<file path="src/include/execDefs.svh">
////////////////////////////////////////
// Data width and instruction field
// positions for the execute stage.
////////////////////////////////////////
`ifndef EXEC_DEFS_SVH
`define EXEC_DEFS_SVH

`define EXEC_WIDTH 16      // Datapath width.

`define OPC_HI     15      // Opcode field.
`define OPC_LO     11
`define RS_LO      8       // Rs field starts here.
`define IMM5_HI    4       // 5-bit immediate, bits 4..0.
`define IMM8_HI    7       // 8-bit immediate, bits 7..0.
`define DISP_HI    10      // 11-bit jump displacement.
`define FUNC_HI    1       // ALU function field, bits 1..0.

`endif

</file>
<file path="src/hdl/execPkg.sv">
////////////////////////////////////////
// Opcode, ALU, operand, result and
// branch enums plus the packed request,
// control, flag and response structs.
////////////////////////////////////////
package execPkg;
   `include "execDefs.svh"

   typedef enum logic [4:0] {
      OP_NOP      = 5'b00001,
      OP_J        = 5'b00100, OP_JR    = 5'b00101, OP_JAL  = 5'b00110, OP_JALR = 5'b00111,
      OP_ADDI     = 5'b01000, OP_SUBI  = 5'b01001, OP_XORI = 5'b01010, OP_ANDNI = 5'b01011,
      OP_BEQZ     = 5'b01100, OP_BNEZ  = 5'b01101, OP_BLTZ = 5'b01110, OP_BGEZ = 5'b01111,
      OP_SLBI     = 5'b10010,
      OP_ROLI     = 5'b10100, OP_SLLI  = 5'b10101, OP_RORI = 5'b10110, OP_SRLI = 5'b10111,
      OP_LBI      = 5'b11000, OP_BTR   = 5'b11001,
      OP_ALUSHIFT = 5'b11010, OP_ALUADD = 5'b11011,
      OP_SEQ      = 5'b11100, OP_SLT   = 5'b11101, OP_SLE  = 5'b11110, OP_SCO  = 5'b11111
   } opcodeT;

   typedef enum logic [2:0] {
      ALU_ROL, ALU_SLL, ALU_ROR, ALU_SRL,    // Shift group, low bits match opcode.
      ALU_ADD, ALU_OR, ALU_XOR, ALU_ANDN
   } aluOpT;

   typedef enum logic [1:0] {B_REG, B_IMM5, B_IMM8, B_SLBI} bSrcT;

   typedef enum logic [2:0] {
      RES_ALU, RES_EQ, RES_LT, RES_LE, RES_CO, RES_REV, RES_LINK
   } resSelT;

   typedef enum logic [2:0] {BR_NONE, BR_EQZ, BR_NEZ, BR_LTZ, BR_GEZ} brTypeT;

   typedef struct packed {
      logic [`EXEC_WIDTH-1:0] instr;
      logic [`EXEC_WIDTH-1:0] pc;       // Already incremented.
      logic [`EXEC_WIDTH-1:0] regA;
      logic [`EXEC_WIDTH-1:0] regB;
   } execReqT;

   typedef struct packed {
      aluOpT  aluOp;
      bSrcT   bSrc;
      logic   zeroB;                    // B forced to zero.
      logic   invA;
      logic   invB;
      logic   cin;                      // On OR, passes B alone.
      logic   signedOp;
      resSelT resSel;
      brTypeT brType;
      logic   immLong;                  // 11-bit displacement.
      logic   jumpReg;                  // Target from ALU.
      logic   jumpRel;                  // Unconditional PC-relative.
   } ctrlT;

   typedef struct packed {
      logic zero;
      logic ofl;
      logic sgn;
      logic cout;
   } aluFlagsT;

   typedef struct packed {
      logic [`EXEC_WIDTH-1:0] result;
      logic [`EXEC_WIDTH-1:0] newPc;
      logic [`EXEC_WIDTH-1:0] bValue;   // Store data for the memory stage.
   } execRespT;
endpackage

</file>
<file path="src/hdl/aluCore.sv">
////////////////////////////////////////
// 16-bit ALU with input inversion,
// carry-in, overflow and zero flags.
////////////////////////////////////////
module aluCore (
   input  logic [15:0]       inA,
   input  logic [15:0]       inB,
   input  execPkg::ctrlT     ctrl,
   output logic [15:0]       aluOut,
   output execPkg::aluFlagsT flags
);
   import execPkg::*;

   logic [15:0] opA;       // A after optional inversion.
   logic [15:0] opB;       // B after optional inversion.
   logic [3:0]  sh;        // Shift amount.
   logic [16:0] sum;       // Adder with carry out.
   logic [31:0] rotL;
   logic [31:0] rotR;
   logic        isAdd;
   logic        sOfl;      // Two's complement overflow.

   assign opA   = ctrl.invA ? ~inA : inA;
   assign opB   = ctrl.invB ? ~inB : inB;
   assign sh    = opB[3:0];
   assign sum   = {1'b0, opA} + {1'b0, opB} + {16'b0, ctrl.cin};
   assign rotL  = {opA, opA} << sh;            // Upper half holds the rotate.
   assign rotR  = {opA, opA} >> sh;            // Lower half holds the rotate.
   assign isAdd = (ctrl.aluOp == ALU_ADD);

   ////////////////////////////////////////
   // Operation select
   ////////////////////////////////////////
   always_comb begin
      case (ctrl.aluOp)
         ALU_ROL:  aluOut = rotL[31:16];
         ALU_SLL:  aluOut = opA << sh;
         ALU_ROR:  aluOut = rotR[15:0];
         ALU_SRL:  aluOut = opA >> sh;
         ALU_ADD:  aluOut = sum[15:0];
         ALU_OR:   aluOut = ctrl.cin ? opB : (opA | opB);  // Carry-in gives load-byte.
         ALU_XOR:  aluOut = opA ^ opB;
         default:  aluOut = opA & ~opB;                   // ANDN.
      endcase
   end

   ////////////////////////////////////////
   // Flags
   ////////////////////////////////////////
   assign sOfl       = (opA[15] == opB[15]) & (sum[15] != opA[15]);
   assign flags.ofl  = isAdd & (ctrl.signedOp ? sOfl : sum[16]);  // Unsigned uses carry.
   assign flags.cout = isAdd & sum[16];
   assign flags.zero = (aluOut == 16'h0000);
   assign flags.sgn  = aluOut[15];

endmodule

</file>
<file path="src/hdl/branchUnit.sv">
////////////////////////////////////////
// Branch condition, PC-relative target
// and next PC select.
////////////////////////////////////////
`include "execDefs.svh"

module branchUnit (
   input  logic [15:0]       pc,
   input  logic [15:0]       instr,
   input  logic [15:0]       aluOut,
   input  execPkg::aluFlagsT flags,
   input  execPkg::ctrlT     ctrl,
   output logic [15:0]       newPc
);
   import execPkg::*;

   logic [15:0] disp;      // Sign-extended displacement.
   logic [15:0] target;    // PC-relative destination.
   logic        taken;

   assign disp   = ctrl.immLong ?
                   {{5{instr[`DISP_HI]}}, instr[`DISP_HI:0]} :
                   {{8{instr[`IMM8_HI]}}, instr[`IMM8_HI:0]};
   assign target = pc + disp;

   ////////////////////////////////////////
   // Condition on regA
   ////////////////////////////////////////
   always_comb begin
      case (ctrl.brType)
         BR_EQZ:  taken = flags.zero;
         BR_NEZ:  taken = ~flags.zero;
         BR_LTZ:  taken = flags.sgn;
         BR_GEZ:  taken = ~flags.sgn;
         default: taken = 1'b0;
      endcase
   end

   // Register jump first, then relative, then fall through.
   always_comb begin
      if (ctrl.jumpReg) begin
         newPc = aluOut;                   // regA + imm8.
      end else if (taken | ctrl.jumpRel) begin
         newPc = target;
      end else begin
         newPc = pc;
      end
   end

endmodule

</file>
<file path="src/hdl/condResult.sv">
////////////////////////////////////////
// Writeback value: set-on-condition,
// bit reverse, link and ALU pass.
////////////////////////////////////////
module condResult (
   input  logic [15:0]       aluOut,
   input  execPkg::aluFlagsT flags,
   input  execPkg::ctrlT     ctrl,
   input  logic [15:0]       pc,
   output logic [15:0]       result
);
   import execPkg::*;

   logic        less;      // Sign of regA - regB, corrected by overflow.
   logic [15:0] rev;       // aluOut bit reversed.

   assign less = flags.sgn ^ flags.ofl;

   always_comb begin
      for (int i = 0; i < 16; i++) begin
         rev[i] = aluOut[15-i];
      end
   end

   always_comb begin
      case (ctrl.resSel)
         RES_EQ:   result = {15'b0, flags.zero};
         RES_LT:   result = {15'b0, less};
         RES_LE:   result = {15'b0, less | flags.zero};
         RES_CO:   result = {15'b0, flags.cout};     // Carry of regA + regB.
         RES_REV:  result = rev;                     // B is zero, so this is regA.
         RES_LINK: result = pc;                      // Return address.
         default:  result = aluOut;
      endcase
   end

endmodule

</file>
<file path="src/hdl/execControl.sv">
////////////////////////////////////////
// Opcode decode, req/ack FSM and the
// response register.
////////////////////////////////////////
module execControl (
   input  logic              clk,
   input  logic              rstN,
   input  logic              req,
   output logic              ack,
   input  execPkg::opcodeT   opcode,
   input  logic [1:0]        aluFunc,
   output execPkg::ctrlT     ctrl,
   input  logic [15:0]       result,
   input  logic [15:0]       newPc,
   input  logic [15:0]       bOperand,
   output execPkg::execRespT response
);
   import execPkg::*;

   typedef enum logic [1:0] {IDLE, EXEC, DONE, RELEASE} stateT;

   stateT state;

   // ADD, SUB (B - A), XOR, ANDN by function code.
   function automatic ctrlT arithCtrl(input logic [1:0] func, input bSrcT src);
      ctrlT c;
      c          = '0;
      c.bSrc     = src;
      c.aluOp    = func[1] ? aluOpT'({1'b1, func}) : ALU_ADD;
      c.invA     = (func == 2'b01);
      c.cin      = (func == 2'b01);
      c.signedOp = ~func[1];              // Logic ops zero-extend.
      return c;
   endfunction

   ////////////////////////////////////////
   // Decode
   ////////////////////////////////////////
   always_comb begin
      ctrl = '0;
      case (opcode)
         OP_ADDI, OP_SUBI, OP_XORI, OP_ANDNI: ctrl = arithCtrl(opcode[1:0], B_IMM5);
         OP_ALUADD:                           ctrl = arithCtrl(aluFunc, B_REG);
         OP_ROLI, OP_SLLI, OP_RORI, OP_SRLI: begin
            ctrl.aluOp = aluOpT'({1'b0, opcode[1:0]});
            ctrl.bSrc  = B_IMM5;
         end
         OP_ALUSHIFT: ctrl.aluOp = aluOpT'({1'b0, aluFunc});
         OP_LBI: begin
            ctrl.aluOp    = ALU_OR;
            ctrl.bSrc     = B_IMM8;
            ctrl.signedOp = 1'b1;
            ctrl.cin      = 1'b1;          // Pass B.
         end
         OP_SLBI: begin
            ctrl.aluOp = ALU_OR;
            ctrl.bSrc  = B_SLBI;
            ctrl.cin   = 1'b1;
         end
         OP_BTR: begin
            ctrl.aluOp  = ALU_OR;
            ctrl.zeroB  = 1'b1;
            ctrl.resSel = RES_REV;
         end
         OP_SEQ, OP_SLT, OP_SLE: begin     // regA - regB.
            ctrl.aluOp    = ALU_ADD;
            ctrl.invB     = 1'b1;
            ctrl.cin      = 1'b1;
            ctrl.signedOp = 1'b1;
            ctrl.resSel   = resSelT'(3'(opcode[1:0]) + 3'd1);
         end
         OP_SCO: begin
            ctrl.aluOp  = ALU_ADD;
            ctrl.resSel = RES_CO;
         end
         OP_BEQZ, OP_BNEZ, OP_BLTZ, OP_BGEZ: begin
            ctrl.aluOp  = ALU_OR;
            ctrl.zeroB  = 1'b1;
            ctrl.brType = brTypeT'(3'(opcode[1:0]) + 3'd1);  // EQZ..GEZ in order.
         end
         OP_J, OP_JAL: begin
            ctrl.aluOp   = ALU_OR;
            ctrl.zeroB   = 1'b1;
            ctrl.jumpRel = 1'b1;
            ctrl.immLong = 1'b1;
            ctrl.resSel  = opcode[1] ? RES_LINK : RES_ALU;
         end
         OP_JR, OP_JALR: begin
            ctrl.aluOp    = ALU_ADD;
            ctrl.bSrc     = B_IMM8;
            ctrl.signedOp = 1'b1;
            ctrl.jumpReg  = 1'b1;
            ctrl.resSel   = opcode[1] ? RES_LINK : RES_ALU;
         end
         default: begin                    // NOP and unknown opcodes pass regA.
            ctrl.aluOp = ALU_OR;
            ctrl.zeroB = 1'b1;
         end
      endcase
   end

   ////////////////////////////////////////
   // Handshake and capture
   ////////////////////////////////////////
   always_ff @(posedge clk) begin
      if (!rstN) begin
         state    <= IDLE;
         response <= '0;
      end else begin
         case (state)
            IDLE:    if (req) state <= EXEC;        // First edge samples req.
            EXEC: begin
               response.result <= result;           // Captured once per request.
               response.newPc  <= newPc;
               response.bValue <= bOperand;
               state           <= DONE;
            end
            DONE:    if (!req) state <= RELEASE;    // Held while req stays high.
            default: state <= IDLE;                 // Low phase complete.
         endcase
      end
   end

   assign ack = (state == DONE);

endmodule

</file>
<file path="src/hdl/execTop.sv">
////////////////////////////////////////
// Execute stage top: control and
// datapath instances.
////////////////////////////////////////
`include "execDefs.svh"

module execTop (
   input  logic              clk,
   input  logic              rstN,
   input  logic              req,
   output logic              ack,
   input  execPkg::execReqT  request,
   output execPkg::execRespT response
);
   import execPkg::*;

   ctrlT        ctrl;
   logic [15:0] bOperand;
   logic [15:0] aluOut;
   aluFlagsT    flags;
   logic [15:0] result;
   logic [15:0] newPc;

   execControl uControl (
      .clk(clk), .rstN(rstN), .req(req), .ack(ack),
      .opcode(opcodeT'(request.instr[`OPC_HI:`OPC_LO])),
      .aluFunc(request.instr[`FUNC_HI:0]),
      .ctrl(ctrl), .result(result), .newPc(newPc), .bOperand(bOperand),
      .response(response)
   );

   operandMux uOperand (.request(request), .ctrl(ctrl), .bOperand(bOperand));

   aluCore uAlu (
      .inA(request.regA), .inB(bOperand), .ctrl(ctrl), .aluOut(aluOut), .flags(flags)
   );

   condResult uCond (
      .aluOut(aluOut), .flags(flags), .ctrl(ctrl), .pc(request.pc), .result(result)
   );

   branchUnit uBranch (
      .pc(request.pc), .instr(request.instr), .aluOut(aluOut), .flags(flags),
      .ctrl(ctrl), .newPc(newPc)
   );

endmodule

</file>
<file path="src/hdl/operandMux.sv">
////////////////////////////////////////
// Immediate extraction and extension,
// ALU B operand select.
////////////////////////////////////////
`include "execDefs.svh"

module operandMux (
   input  execPkg::execReqT request,
   input  execPkg::ctrlT    ctrl,
   output logic [15:0]      bOperand
);
   import execPkg::*;

   logic [15:0] imm5;    // Extended 5-bit immediate.
   logic [15:0] imm8;    // Extended 8-bit immediate.
   logic [15:0] slbi;    // Shifted low byte plus immediate.

   ////////////////////////////////////////
   // Immediates
   ////////////////////////////////////////
   assign imm5 = ctrl.signedOp ?
                 {{11{request.instr[`IMM5_HI]}}, request.instr[`IMM5_HI:0]} :
                 {11'b0, request.instr[`IMM5_HI:0]};
   assign imm8 = ctrl.signedOp ?
                 {{8{request.instr[`IMM8_HI]}}, request.instr[`IMM8_HI:0]} :
                 {8'b0, request.instr[`IMM8_HI:0]};
   assign slbi = {request.regA[7:0], request.instr[`IMM8_HI:0]};  // (Rs << 8) | imm.

   ////////////////////////////////////////
   // B select
   ////////////////////////////////////////
   always_comb begin
      if (ctrl.zeroB) begin
         bOperand = 16'h0000;                // Branches and BTR pass regA.
      end else begin
         case (ctrl.bSrc)
            B_REG:   bOperand = request.regB;
            B_IMM5:  bOperand = imm5;
            B_IMM8:  bOperand = imm8;
            default: bOperand = slbi;
         endcase
      end
   end

endmodule

</file>
<file path="config.mk">
export PLATFORM = sky130hd
export DESIGN_NAME = execTop
export DESIGN_NICKNAME = d
export VERILOG_FILES = /design/src/hdl/execPkg.sv /design/src/hdl/aluCore.sv /design/src/hdl/branchUnit.sv /design/src/hdl/condResult.sv /design/src/hdl/execControl.sv /design/src/hdl/execTop.sv /design/src/hdl/operandMux.sv
export VERILOG_INCLUDE_DIRS = /design/src /design/src/include
export SDC_FILE = /design/constraint.sdc
export NUM_CORES = 1
export LEC_CHECK = 0
export ABC_AREA = 1
export BUFFER_PORTS_ARGS = -buffer_cell sky130_fd_sc_hd__buf_2
export CORE_MARGIN = 5
export CORE_UTILIZATION = 30
export DETAILED_ROUTE_END_ITERATION = 10
export HOLD_SLACK_MARGIN = 0.15
export PLACE_DENSITY = 0.49
export SYNTH_ARGS = -nofsm -noshare
export SYNTH_HDL_FRONTEND = slang
export SYNTH_SLANG_ARGS = --single-unit
</file>
<file path="constraint.sdc">
create_clock -name clk -period 13.54 [get_ports clk]
set_input_delay 1.354 -clock clk [delete_from_list [all_inputs] [get_ports clk]]
set_output_delay 1.354 -clock clk [all_outputs]
set_load 0.05 [all_outputs]
</file>
* After elaboration in Yosys (flattened, before gate mapping)
Cells that the tools add are included.
Cells by class: muxes and demuxes 30, order comparisons 0, $add $sub $neg 4, equal/unequal tests 51, divide/modulo/power cells 0, shift-type cells 4, reductions and logical operators 18, $mul 0, bitwise logic cells 16
Operator list (number):
- $mux W16 | 9
- $pmux W16 S7 | 1
- $pmux W16 S6 | 1
- $eq A5 B5 Y1 const B | 13
- $not A16 Y16 | 3
- $pmux W16 S3 | 1
- $eq A5 B4 Y1 const B | 8
- $shl A32 B4 Y32 | 1
- $shr A32 B4 Y16 | 1
- $eq A3 B3 Y1 const B | 7
- $eq A5 B3 Y1 const B | 4
- $eq A3 B2 Y1 const B | 6
- $reduce_or A18 Y1 | 1
- $add A16 B16 Y17 | 1
- $add A17 B1 Y17 | 1
- $add A16 B16 Y16 | 1
- $and A16 B16 Y16 | 1
- $logic_not A16 Y1 | 1
- $or A16 B16 Y16 | 1
- $reduce_or A4 Y1 | 4
- $shl A16 B4 Y16 | 1
- $shr A16 B4 Y16 | 1
- $xor A16 B16 Y16 | 1
- $pmux W3 S5 | 1
- other kinds (27) | 53
Word-level totals: output and inout bits 49, input bits 67, bits in registers 50, memories 0, bits in read-only memories 0, bits in latches 0, memory bits (writable) 0

* Longest topological paths before layout
Gate-level depths: netlist of run 1.
depth in word-level cells 17, depth in mapped cells 42, gate-level depth less buffers 39

* Modules after synthesis
A second synthesis of run 1 with hierarchy kept.
Unflattened totals: cell total of the unflattened synthesis 1650, area, all modules 9041.2 um^2
By module, submodules not included:
- aluCore | instances 1, sequential area each 0.0 um^2, cells each 879, area each 4516.8 um^2
- execControl | instances 1, sequential area each 1001.0 um^2, cells each 314, area each 2229.6 um^2
- branchUnit | instances 1, sequential area each 0.0 um^2, cells each 283, area each 1403.8 um^2
- condResult | instances 1, sequential area each 0.0 um^2, cells each 93, area each 510.5 um^2
- operandMux | instances 1, sequential area each 0.0 um^2, cells each 81, area each 380.4 um^2

* Least setup slack after synthesis of run 1
OpenSTA, ideal clock, no wires.
path kind input to register, start point in request[59] (netlist name), end point reg, netlist name uControl.response[31], slack 7.721 ns, data required time 13.470 ns, cell stages on the path 35, arrival time 5.748 ns, library setup time 0.070 ns, cell sequence inv_1 ha_1 nor2_1 nand3_1 nand2_1 nand3_2 inv_2 nand2_1 nand2_1 nand2_2 xor2_4 inv_2 buf_6 buf_4 ha_1 a21o_1 a31oi_1 o21ai_0 a21boi_0 o21ai_0 nand3_1 nand2_1 a21oi_1 a21oi_1 nand2_1 o21bai_2 nand2_1 nor2_1 nand3_1 a21oi_2 buf_4 nand4_1 nand3_1 nand2_1 a21oi_1
On the way: longest elaborated chain between the ends 17
RTL lines:
- start: declaration | RTL line execTop.sv:12 | input execPkg::execReqT request,
- $eq A5 B4 Y1, or another cell as far along | RTL line execControl.sv:41 | case (opcode)
- $reduce_or A8 Y1 (no line), or another cell as far along
- $pmux W2 S3 / $pmux W1 S3 (equally long branches) | RTL line execControl.sv:41
- $eq A2 B2 Y1, or another cell as far along | RTL line operandMux.sv:36 | case (ctrl.bSrc)
- $pmux W16 S3 | RTL line operandMux.sv:36
- $mux W16 | RTL line operandMux.sv:33 | if (ctrl.zeroB) begin
- $not A16 Y16 | RTL line aluCore.sv:24 | assign opB = ctrl.invB ? ~inB : inB;
- $mux W16 | RTL line aluCore.sv:24
- $add A16 B16 Y17, or another cell as far along | RTL line aluCore.sv:26 | assign sum = {1'b0, opA} + {1'b0, opB} + {16'b0, ctrl.cin};
- $add A17 B1 Y17, or another cell as far along | RTL line aluCore.sv:26
- $pmux W16 S7 | RTL line aluCore.sv:35 | case (ctrl.aluOp)
- $logic_not A16 Y1 | RTL line aluCore.sv:53 | assign flags.zero = (aluOut == 16'h0000);
- $not A1 Y1 | RTL line branchUnit.sv:32 | BR_NEZ: taken = ~flags.zero;
- $pmux W1 S4 | RTL line branchUnit.sv:30 | case (ctrl.brType)
- $or A1 B1 Y1 | RTL line branchUnit.sv:43 | end else if (taken | ctrl.jumpRel) begin
- $mux W16 | RTL line branchUnit.sv:43
- $mux W16 (*) | RTL line branchUnit.sv:41 | if (ctrl.jumpReg) begin
Every way passes the cells marked *; elsewhere a longest branch is shown, timed or not. A chain may end at the register's enable or synchronous reset.

* Worst setup path after layout of run 1
start point in request[60] (netlist name), end point reg, netlist name uControl.response[24]
On the way: longest elaborated chain between the ends 17
RTL lines (RTL line):
- $eq A5 B4 Y1, or another cell as far along | execControl.sv:41
- $reduce_or A8 Y1 (no line), or another cell as far along
- $pmux W2 S3 / $pmux W1 S3 (equally long branches) | execControl.sv:41
- $eq A2 B2 Y1, or another cell as far along | operandMux.sv:36
- $pmux W16 S3 | operandMux.sv:36
- $mux W16 | operandMux.sv:33
- $not A16 Y16 | aluCore.sv:24
- $mux W16 | aluCore.sv:24
- $add A16 B16 Y17, or another cell as far along | aluCore.sv:26
- $add A17 B1 Y17, or another cell as far along | aluCore.sv:26
- $pmux W16 S7 | aluCore.sv:35
- $logic_not A16 Y1 | aluCore.sv:53
- $not A1 Y1 | branchUnit.sv:32
- $pmux W1 S4 | branchUnit.sv:30
- $or A1 B1 Y1 | branchUnit.sv:43
- $mux W16 | branchUnit.sv:43
- $mux W16 (*) | branchUnit.sv:41
Marked as above.

==> results.sh, run 1 <==
export IMPL_netlist_area_mm2=0.00868
export IMPL_slowest_stage="nand4_1"
export IMPL_diodes=0
export IMPL_final_hold_viol_count=0
export IMPL_slowest_delay_ps=650
export IMPL_die_area_mm2=0.0324
export IMPL_critPathLaunch="request[60]"
export IMPL_cp_end_kind="flip-flop"
export IMPL_crit_path_end="uControl.response[24]$_SDFFE_PN0N_"
export IMPL_area_growth_pct=10.8
export IMPL_finalCriticalPeriod_ps=8360
export IMPL_syn_inst=1547
export IMPL_grt_setup_unrepaired="no"
export IMPL_synthFlopType="dfxtp_1"
export IMPL_dpl_hpwl_um=30500
export IMPL_cts_tree="built"
export IMPL_setup_viol=0
export IMPL_post_route_util=0.336
export IMPL_worst_slew_pin_slew_ps=1030
export IMPL_drive_gt1_frac=0.124
export IMPL_numCtsBuffers=5
export IMPL_first_pass_iters=6
export IMPL_max_freq_ghz=0.120
export IMPL_fillers=3297
export IMPL_clock_sinks=50
export IMPL_row_count=62
export IMPL_place_congestion=0.989
export IMPL_crit_fanout=47
export IMPL_synth_top_area_share=0.230
export IMPL_num_vias=10700
export IMPL_wl_um=38000
export IMPL_required_ps=13730
export IMPL_period_share=0.618
export IMPL_ir_drop_uv=90.5
export IMPL_grt_pass1_vias=9946
export IMPL_htree_levels=2
export IMPL_whs_ps=466
export IMPL_r2r_end="uControl.response[25]$_SDFFE_PN0N_"
export IMPL_p_leak_nw=5.04
export IMPL_finClkSkew_ps=8.90
export IMPL_synth_cell_types=53
export IMPL_yosysTopAreaCell="nand2_1"
export IMPL_die_y_um=180
export IMPL_slew_headroom=0.315
export IMPL_arrival_ps=8550
export IMPL_portBuffers=115
export IMPL_grt_antenna_before_repair=0
export IMPL_grt_max_degree=56
export IMPL_holdBufCountCts=0
export IMPL_clock_latency_ps=310
export IMPL_die_w_um=180
export IMPL_ys_seq_elements=50
export IMPL_final_area_mm2=0.00962
export IMPL_synth_area_top_cells="nand2_1 (23%), nand3_1 (14%), dfxtp_1 (12%)"
export IMPL_layout_setup_ws_ps=5180
export IMPL_syn_avg_cell_area_um2=5.61
export IMPL_cts_root_buf="clkbuf_16"
export IMPL_cts_resized=0
export IMPL_clk_pin_slew_worst_paths_ps=80
export IMPL_drv_slew=0
export IMPL_place_ws_ps=5020
export IMPL_pwr_share_clk=0.120
export IMPL_io_pin_count=116
export IMPL_crit_type="in -> reg"
export IMPL_post_cts_buffers=0
export IMPL_drt_iter0_markers=950
export IMPL_overflow=0
export IMPL_start_util=0.303
export IMPL_clk_path_buf_depth=2
export IMPL_yosys_cell_count_top_type="nand2_1"
export IMPL_sw_frac_of_total=0.594
export IMPL_internal_power_uw=481
export IMPL_max_cap_violations=0
export IMPL_hp_class="reg -> reg"
export IMPL_net_switching_power_uw=704
export IMPL_dpl_instance_area_mm2=0.00946
export IMPL_nets=1748
export IMPL_status="complete, no violations"
export IMPL_seqPwrFrac=0.181
export IMPL_p_per_area_mw_per_mm2=123
export IMPL_grt_usage=0.224
export IMPL_combPwrFrac=0.700
export IMPL_crit_top_cell="nand2_1"
export IMPL_wire_per_inst_um=19.1
export IMPL_timing_setup_tns_ps=0
export IMPL_r2r_slack_ps=11230
export IMPL_viasPerCell=5.36
export IMPL_synthTopCellsByCount="nand2_1 (531), nand3_1 (249), a21oi_1 (129)"
export IMPL_r2r_start="uControl.state[1]$_SDFFE_PN0P_"
export IMPL_core_area_mm2=0.0286
export IMPL_drc_errors=0
export IMPL_worstRegToRegCells=7
export IMPL_setup_worst_path_start_class="primary input"
export IMPL_ys_seq_area_frac=0.115
export IMPL_grt_pass1_wl_um=58600
export IMPL_synth_nets=1688
export IMPL_synth_edff_count=0
export IMPL_postSynth_asyncResetShare=0
export IMPL_final_antenna_net_count=0
export IMPL_synth_warnings=0
==> cells in the final DEF, fill, tap and decap left out, drive strengths merged, types with 4 or more instances in the layout <==
| master | netlist | layout |
|---|---|---|
| o21bai | 6 | 6 |
| clkbuf | 34 | 5 |
| o21ai | 83 | 83 |
| nor2 | 71 | 71 |
| o211ai | 6 | 6 |
| xor2 | 32 | 32 |
| clkinv | 3 | 5 |
| buf | 38 | 125 |
| nor3 | 9 | 9 |
| inv | 134 | 135 |
| a21oi | 130 | 130 |
| nand4 | 26 | 26 |
| o221ai | 13 | 13 |
| nand3b | 4 | 4 |
| or2 | 11 | 11 |
| a31oi | 5 | 5 |
| nand3 | 254 | 254 |
| dfxtp | 50 | 50 |
| xnor2 | 5 | 5 |
| nand2 | 537 | 537 |
| ha | 71 | 71 |
==> how the worst min path moves through the flow <==
stage                                            start                            endpoint  slack (ps)  depth (start not counted)
global placement    uControl.response[47]$_SDFFE_PN0N_  uControl.response[47]$_SDFFE_PN0N_         460                          2
detailed placement  uControl.response[33]$_SDFFE_PN0N_  uControl.response[33]$_SDFFE_PN0N_         460                          2
CTS                 uControl.response[33]$_SDFFE_PN0N_  uControl.response[33]$_SDFFE_PN0N_         470                          2
floorplan               uControl.state[1]$_SDFFE_PN0P_      uControl.state[1]$_SDFFE_PN0P_         490                          2
global route        uControl.response[40]$_SDFFE_PN0N_  uControl.response[40]$_SDFFE_PN0N_         490                          2
finish              uControl.response[40]$_SDFFE_PN0N_  uControl.response[40]$_SDFFE_PN0N_         470                          2
==> state kept, by name (all words and copies together), names as in the netlist <==
register / flops
uControl.state: 2
uControl.response: 48
==> kinds of logic (layout without fill, tap and decap cells) <==
logic type | count (synthesis) | in the layout | synth area share
simple gates | 918 | 918 | 0.458
compound gates | 259 | 259 | 0.170
buf+inv | 209 | 270 | 0.0999
fa+ha+maj | 74 | 74 | 0.109
flops | 50 | 50 | 0.115
xor+xnor | 37 | 37 | 0.0473
==> per-stage QoR <==
stage,std cells,power (mW)
after floorplan,1547,0.813
after global placement,1984,1.04
after detailed placement,1984,1.04
after CTS,1992,1.19
after global routing,1992,1.28
final,1992,1.18
==> worst max-delay path, delay by kind of cell <==
family / cells / cell delay, ps
adder cells (fa/ha/maj): 2 / 740
XOR/XNOR: 1 / 140
AO/OA/AOI/OAI: 8 / 1980
AND/OR/NAND/NOR: 16 / 2760
buffers and inverters: 7 / 1520
==> layout make-up <==
type                       count  area [µm²]  area share
clock buffer                   5         125      0.0130
clock inverter                 3        28.8     0.00299
inverter                     137         514      0.0535
multi-input combinational   1288        6820       0.709
sequential                    50        1000       0.104
tap                          384         480      0.0500
timing repair buffer         125         651      0.0676
==> layer usage <==
layer | global-route usage | vias to the layer above | wire, µm
met5 | 0 | - | 0
met4 | 0.0799 | 0 | 1360
met3 | 0.0226 | 75 | 2230
met2 | 0.358 | 433 | 16800
met1 | 0.315 | 4926 | 17600
li1 | - | 5241 | -
==> power groups by stage <==
stage	logic, mW	registers (mW)	clock network [mW]
detailed placement	0.822	0.217	0
global route	0.910	0.218	0.150
floorplan	0.464	0.349	0
CTS	0.825	0.214	0.146
finish	0.829	0.214	0.142
global placement	0.825	0.217	0
No activity file was read; power rests on OpenSTA's default activity.
==> inputs of run 2 (changes only) <==
--- a/config.mk
+++ b/config.mk
@@ -12,7 +12,7 @@
 export CORE_UTILIZATION = 30
 export DETAILED_ROUTE_END_ITERATION = 10
 export HOLD_SLACK_MARGIN = 0.15
-export PLACE_DENSITY = 0.49
+export PLACE_DENSITY = 0.51
 export SYNTH_ARGS = -nofsm -noshare
 export SYNTH_HDL_FRONTEND = slang
 export SYNTH_SLANG_ARGS = --single-unit
==> constraint.sdc (replaced) <==
create_clock -name clk -period 7.2 [get_ports clk]
set_input_delay 0.72 -clock clk [delete_from_list [all_inputs] [get_ports clk]]
set_output_delay 0.72 -clock clk [all_outputs]
set_load 0.05 [all_outputs]
==> run 2 against run 1 <==
  * Worst hold slack worse by 3.6 ps
  * Critical path type unchanged
  * Clock skew is 5.7 ps higher
  * Largest cell class unchanged
  * Cell area is 0.86% higher
  * Register-to-register slack worse by 6100 ps
  * Largest power group unchanged
==> results.sh, run 2 (synthesis gave the netlist of run 1 again) <==
export IMPL_status="complete, no violations"
export IMPL_layout_setup_ws_ps=1050
export IMPL_clk_pin_slew_worst_paths_ps=80
export IMPL_multi_input_area_mm2=0.00682
export IMPL_grt_antenna_before_repair=0
export IMPL_final_antenna_net_count=0
export IMPL_wire_per_inst_um=19.0
export IMPL_crit_top_cell="nand2_1"
export IMPL_die_area_mm2=0.0324
export IMPL_wl_um=38000
export IMPL_numCtsBuffers=5
export IMPL_dpl_hpwl_um=30300
export IMPL_required_ps=7430
export IMPL_whs_ps=463
export IMPL_holdBufCountCts=0
export IMPL_fillers=3274
export IMPL_portBuffers=115
export IMPL_htree_levels=2
export IMPL_register_area_mm2=0.00100
export IMPL_power_mw=2.24
export IMPL_post_route_util=0.339
export IMPL_timing_setup_tns_ps=0
export IMPL_finClkSkew_ps=14.6
export IMPL_cp_end_kind="flip-flop"
export IMPL_place_congestion=1.01
export IMPL_grt_pass1_wl_um=58400
export IMPL_viasPerCell=5.35
export IMPL_largest_register="uControl.response"
export IMPL_io_pin_count=116
export IMPL_slowest_delay_ps=510
export IMPL_die_w_um=180
export IMPL_overflow=0
export IMPL_grt_max_degree=56
export IMPL_final_common_cell="nand2_1"
export IMPL_diodes=0
export IMPL_grt_usage=0.224
export IMPL_drc_errors=0
export IMPL_final_area_mm2=0.00970
export IMPL_worstRegToRegCells=8
export IMPL_clock_latency_ps=320
export IMPL_clock_sinks=50
export IMPL_max_cap_violations=0
export IMPL_nets=1759
export IMPL_hp_class="reg -> reg"
export IMPL_core_area_mm2=0.0286
export IMPL_grt_pass1_vias=9771
export IMPL_start_util=0.303
export IMPL_critPathLaunch="request[59]"
export IMPL_drive_gt1_frac=0.130
export IMPL_finalNonFillerCells=2003
export IMPL_drv_slew=0
export IMPL_cts_root_buf="clkbuf_16"
export IMPL_final_hold_viol_count=0
export IMPL_slew_headroom=0.340
export IMPL_finalCriticalPeriod_ps=6150
export IMPL_r2r_slack_ps=5150
export IMPL_grt_setup_unrepaired="no"
export IMPL_largest_register_ffs=48
export IMPL_dpl_instance_area_mm2=0.00955
export IMPL_num_vias=10700
export IMPL_worst_slew_pin_slew_ps=990
export IMPL_setup_viol=0
export IMPL_die_y_um=180
export IMPL_cts_resized=0
export IMPL_arrival_ps=6380
export IMPL_cts_tree="built"
export IMPL_final_cell_mix="nand2_1 (531), nand3_1 (249), a21oi_1 (129)"
export IMPL_place_ws_ps=861
export IMPL_r2r_start="uControl.state[1]$_SDFFE_PN0P_"
export IMPL_slowest_stage="a21oi_2"
export IMPL_crit_path_end="uControl.response[22]$_SDFFE_PN0N_"
export IMPL_area_growth_pct=11.8
export IMPL_p_leak_nw=5.09
export IMPL_largestRegisters="uControl.response: 48 flops, uControl.state: 2 flops"
export IMPL_ir_drop_uv=150
export IMPL_row_count=62
export IMPL_r2r_end="uControl.response[21]$_SDFFE_PN0N_"
export IMPL_p_per_area_mw_per_mm2=231
export IMPL_clk_path_buf_depth=2
export IMPL_drt_iter0_markers=1033
export IMPL_post_cts_buffers=0
export IMPL_setup_worst_path_start_class="primary input"
export IMPL_period_share=0.854
export IMPL_max_freq_ghz=0.163
export IMPL_crit_type="in -> reg"
export IMPL_crit_fanout=14
export IMPL_placed_cells=1995
export IMPL_first_pass_iters=8
[run 2: cell types whose count changed in the layout (fill, tap and decap cells not counted), sizes merged]
cell  before  now
buf      125  136
[run 2: layer usage]
metal / up-vias / part of all wire / wire length (µm) / track usage
li1: 5266 / - / - / -
met1: 4934 / 0.46 / 17400 / 0.321
met2: 448 / 0.44 / 16900 / 0.348
met3: 62 / 0.067 / 2550 / 0.0299
met4: 0 / 0.031 / 1180 / 0.0711
met5: - / 0 / 0 / 0
[run 2: final cells by class]
type                       count  share of cell area
clock buffer                   5              0.0129
clock inverter                 3             0.00297
inverter                     137              0.0530
multi-input combinational   1288               0.703
sequential                    50               0.103
tap                          384              0.0495
timing repair buffer         136              0.0756
[run 2: how the worst min path moves through the flow]
stage | slack, ps | start | endpoint | cells after the start
2_1_floorplan | 490 | uControl.state[1]$_SDFFE_PN0P_ | uControl.state[1]$_SDFFE_PN0P_ | 2
5_1_grt | 490 | uControl.response[46]$_SDFFE_PN0N_ | uControl.response[46]$_SDFFE_PN0N_ | 2
3_3_place_gp | 450 | uControl.response[34]$_SDFFE_PN0N_ | uControl.response[34]$_SDFFE_PN0N_ | 2
4_1_cts | 470 | uControl.response[41]$_SDFFE_PN0N_ | uControl.response[41]$_SDFFE_PN0N_ | 2
3_5_place_dp | 450 | uControl.response[41]$_SDFFE_PN0N_ | uControl.response[41]$_SDFFE_PN0N_ | 2
6_report | 460 | uControl.response[41]$_SDFFE_PN0N_ | uControl.response[41]$_SDFFE_PN0N_ | 2
[run 2: critical path: cells and delay by family]
kind / cells / cell delay [ps]
AO/OA/AOI/OAI: 8 / 1850
buffers and inverters: 5 / 640
adder cells (fa/ha/maj): 2 / 660
AND/OR/NAND/NOR: 21 / 2500
[run 2: power by group]
group          switching, mW  internal (mW)  total, mW
Sequential            0.0435          0.355      0.399
Combinational           1.15          0.420       1.57
Clock                  0.143          0.134      0.277
Total                   1.33          0.909       2.24
==> inputs of run 3 (changes only) <==
--- a/config.mk
+++ b/config.mk
@@ -8,8 +8,8 @@
 export LEC_CHECK = 0
 export ABC_AREA = 1
 export BUFFER_PORTS_ARGS = -buffer_cell sky130_fd_sc_hd__buf_2
-export CORE_MARGIN = 5
 export CORE_UTILIZATION = 30
+export CTS_BUF_LIST = sky130_fd_sc_hd__clkbuf_4
 export DETAILED_ROUTE_END_ITERATION = 10
 export HOLD_SLACK_MARGIN = 0.15
 export PLACE_DENSITY = 0.51
==> run 3 against run 2 <==
  * Combinational power about the same
  * Count of clock-buffer cells in the layout is the same
  * Worst setup slack improved by 120 ps
  * Utilization increased by 0.27 points
  * Die area is 8.7% lower
  * Critical path depth unchanged
  * First-iteration DRC count increased by 4.6%
  * Critical endpoint is now uControl.response[26]$_SDFFE_PN0N_
  * Largest power group unchanged
  * Highest routed layer unchanged
==> results.sh, run 3 (synthesis gave the netlist of run 1 again) <==
export IMPL_status="complete, no violations"
export IMPL_io_pin_count=116
export IMPL_place_congestion=0.983
export IMPL_portBuffers=115
export IMPL_use_met3=0.0270
export IMPL_grt_max_degree=56
export IMPL_cts_resized=0
export IMPL_drv_slew=0
export IMPL_final_cell_mix="nand2_1 (531), nand3_1 (249), a21oi_1 (129)"
export IMPL_viasPerCell=5.37
export IMPL_crit_type="in -> reg"
export IMPL_p_per_area_mw_per_mm2=222
export IMPL_num_vias=10700
export IMPL_clk_pin_slew_worst_paths_ps=170
export IMPL_slowest_delay_ps=500
export IMPL_largest_register_ffs=48
export IMPL_cp_end_kind="flip-flop"
export IMPL_clock_sinks=50
export IMPL_dpl_hpwl_um=29300
export IMPL_clk_path_buf_depth=2
export IMPL_drive_gt1_frac=0.129
export IMPL_grt_met1_usage=0.358
export IMPL_crit_top_cell="nand2_1"
export IMPL_die_y_um=172
export IMPL_final_antenna_net_count=0
export IMPL_cts_tree="built"
export IMPL_placed_cells=1987
export IMPL_clock_latency_ps=450
export IMPL_slew_headroom=0.275
export IMPL_numCtsBuffers=5
export IMPL_htree_levels=2
export IMPL_wl_um=37000
export IMPL_hp_class="reg -> reg"
export IMPL_ir_drop_uv=137
export IMPL_largest_register="uControl.response"
export IMPL_grt_setup_unrepaired="no"
export IMPL_slowest_stage="nand3b_2"
export IMPL_drc_errors=0
export IMPL_nets=1757
export IMPL_setup_viol=0
export IMPL_max_freq_ghz=0.166
export IMPL_period_share=0.838
export IMPL_finalNonFillerCells=1996
export IMPL_worst_slew_pin_slew_ps=1090
export IMPL_largestRegisters="uControl.response: 48 flops, uControl.state: 2 flops"
export IMPL_finClkSkew_ps=20.8
export IMPL_grt_antenna_before_repair=1
export IMPL_max_cap_violations=0
export IMPL_timing_setup_tns_ps=0
export IMPL_finalCriticalPeriod_ps=6040
export IMPL_die_area_mm2=0.0296
export IMPL_core_area_mm2=0.0281
export IMPL_first_pass_iters=6
export IMPL_final_common_cell="nand2_1"
export IMPL_overflow=0
export IMPL_die_w_um=172
export IMPL_grt_pass1_wl_um=57000
export IMPL_start_util=0.309
export IMPL_top_usage_layer="met2"
export IMPL_wire_per_inst_um=18.5
export IMPL_holdBufCountCts=0
export IMPL_crit_fanout=23
export IMPL_area_growth_pct=10.5
export IMPL_cts_root_buf="clkbuf_4"
export IMPL_post_cts_buffers=0
export IMPL_p_leak_nw=5.04
export IMPL_met2_usage=0.393
export IMPL_arrival_ps=6400
export IMPL_final_hold_viol_count=0
export IMPL_required_ps=7560
export IMPL_grt_pass1_vias=9779
export IMPL_drt_iter0_markers=1081
export IMPL_setup_worst_path_start_class="primary input"
export IMPL_grt_usage=0.252
export IMPL_row_count=61
run 3: cell types whose count changed in the layout (fill, tap and decap cells not counted), sizes merged:
cell | previous run | this run
buf | 136 | 134
diode | 0 | 1
run 3: where the power goes:
group          internal (mW)  switching, mW
clock                 0.0420          0.126
combinational          0.419           1.15
sequential             0.355         0.0433
run 3: layer usage:
metal / up-vias / part of all wire
li1: 5264 / -
met1: 4968 / 0.47
met2: 428 / 0.44
met3: 66 / 0.060
met4: 0 / 0.031
met5: - / 0
run 3: final cells by class:
class / instances / area [µm²]
multi-input combinational: 1288 / 6820
clock buffer: 5 / 37.5
sequential: 50 / 1000
antenna: 1 / 2.50
clock inverter: 3 / 28.8
inverter: 137 / 514
fill: 3280 / 18500
tap: 378 / 473
timing repair buffer: 134 / 718
run 3: path summary, 6_finish.rpt:
kind	startpoint	to	slack (ps)	cells past startpoint
worst max-delay path	request[60]	uControl.response[26]$_SDFFE_PN0N_	1160	36
worst min-delay path	uControl.response[42]$_SDFFE_PN0N_	uControl.response[42]$_SDFFE_PN0N_	480	2
worst max register to register	uControl.state[1]$_SDFFE_PN0P_	uControl.response[24]$_SDFFE_PN0N_	4810	6
worst min register to register	uControl.response[42]$_SDFFE_PN0N_	uControl.response[42]$_SDFFE_PN0N_	480	2
run 3: critical path, delay by kind of cell:
family	cells	cell delay [ps]
AND/OR/NAND/NOR	24	3350
AO/OA/AOI/OAI	5	1120
buffers and inverters	4	370
adder cells (fa/ha/maj)	3	820
run 3: metrics by stage:
stage                     cell area [µm²]  hold WS [ps]  setup slack, ps  power (mW)   util
after floorplan                      8680           490             2020        1.53      -
after CTS                            9590           476             1300        2.12  0.341
after detailed placement             9520           453              855        1.95  0.339
after global placement               9520           452              846        1.96  0.339
after global routing                 9590           495              556        2.31  0.342
final                                9590           476             1160        2.13  0.342
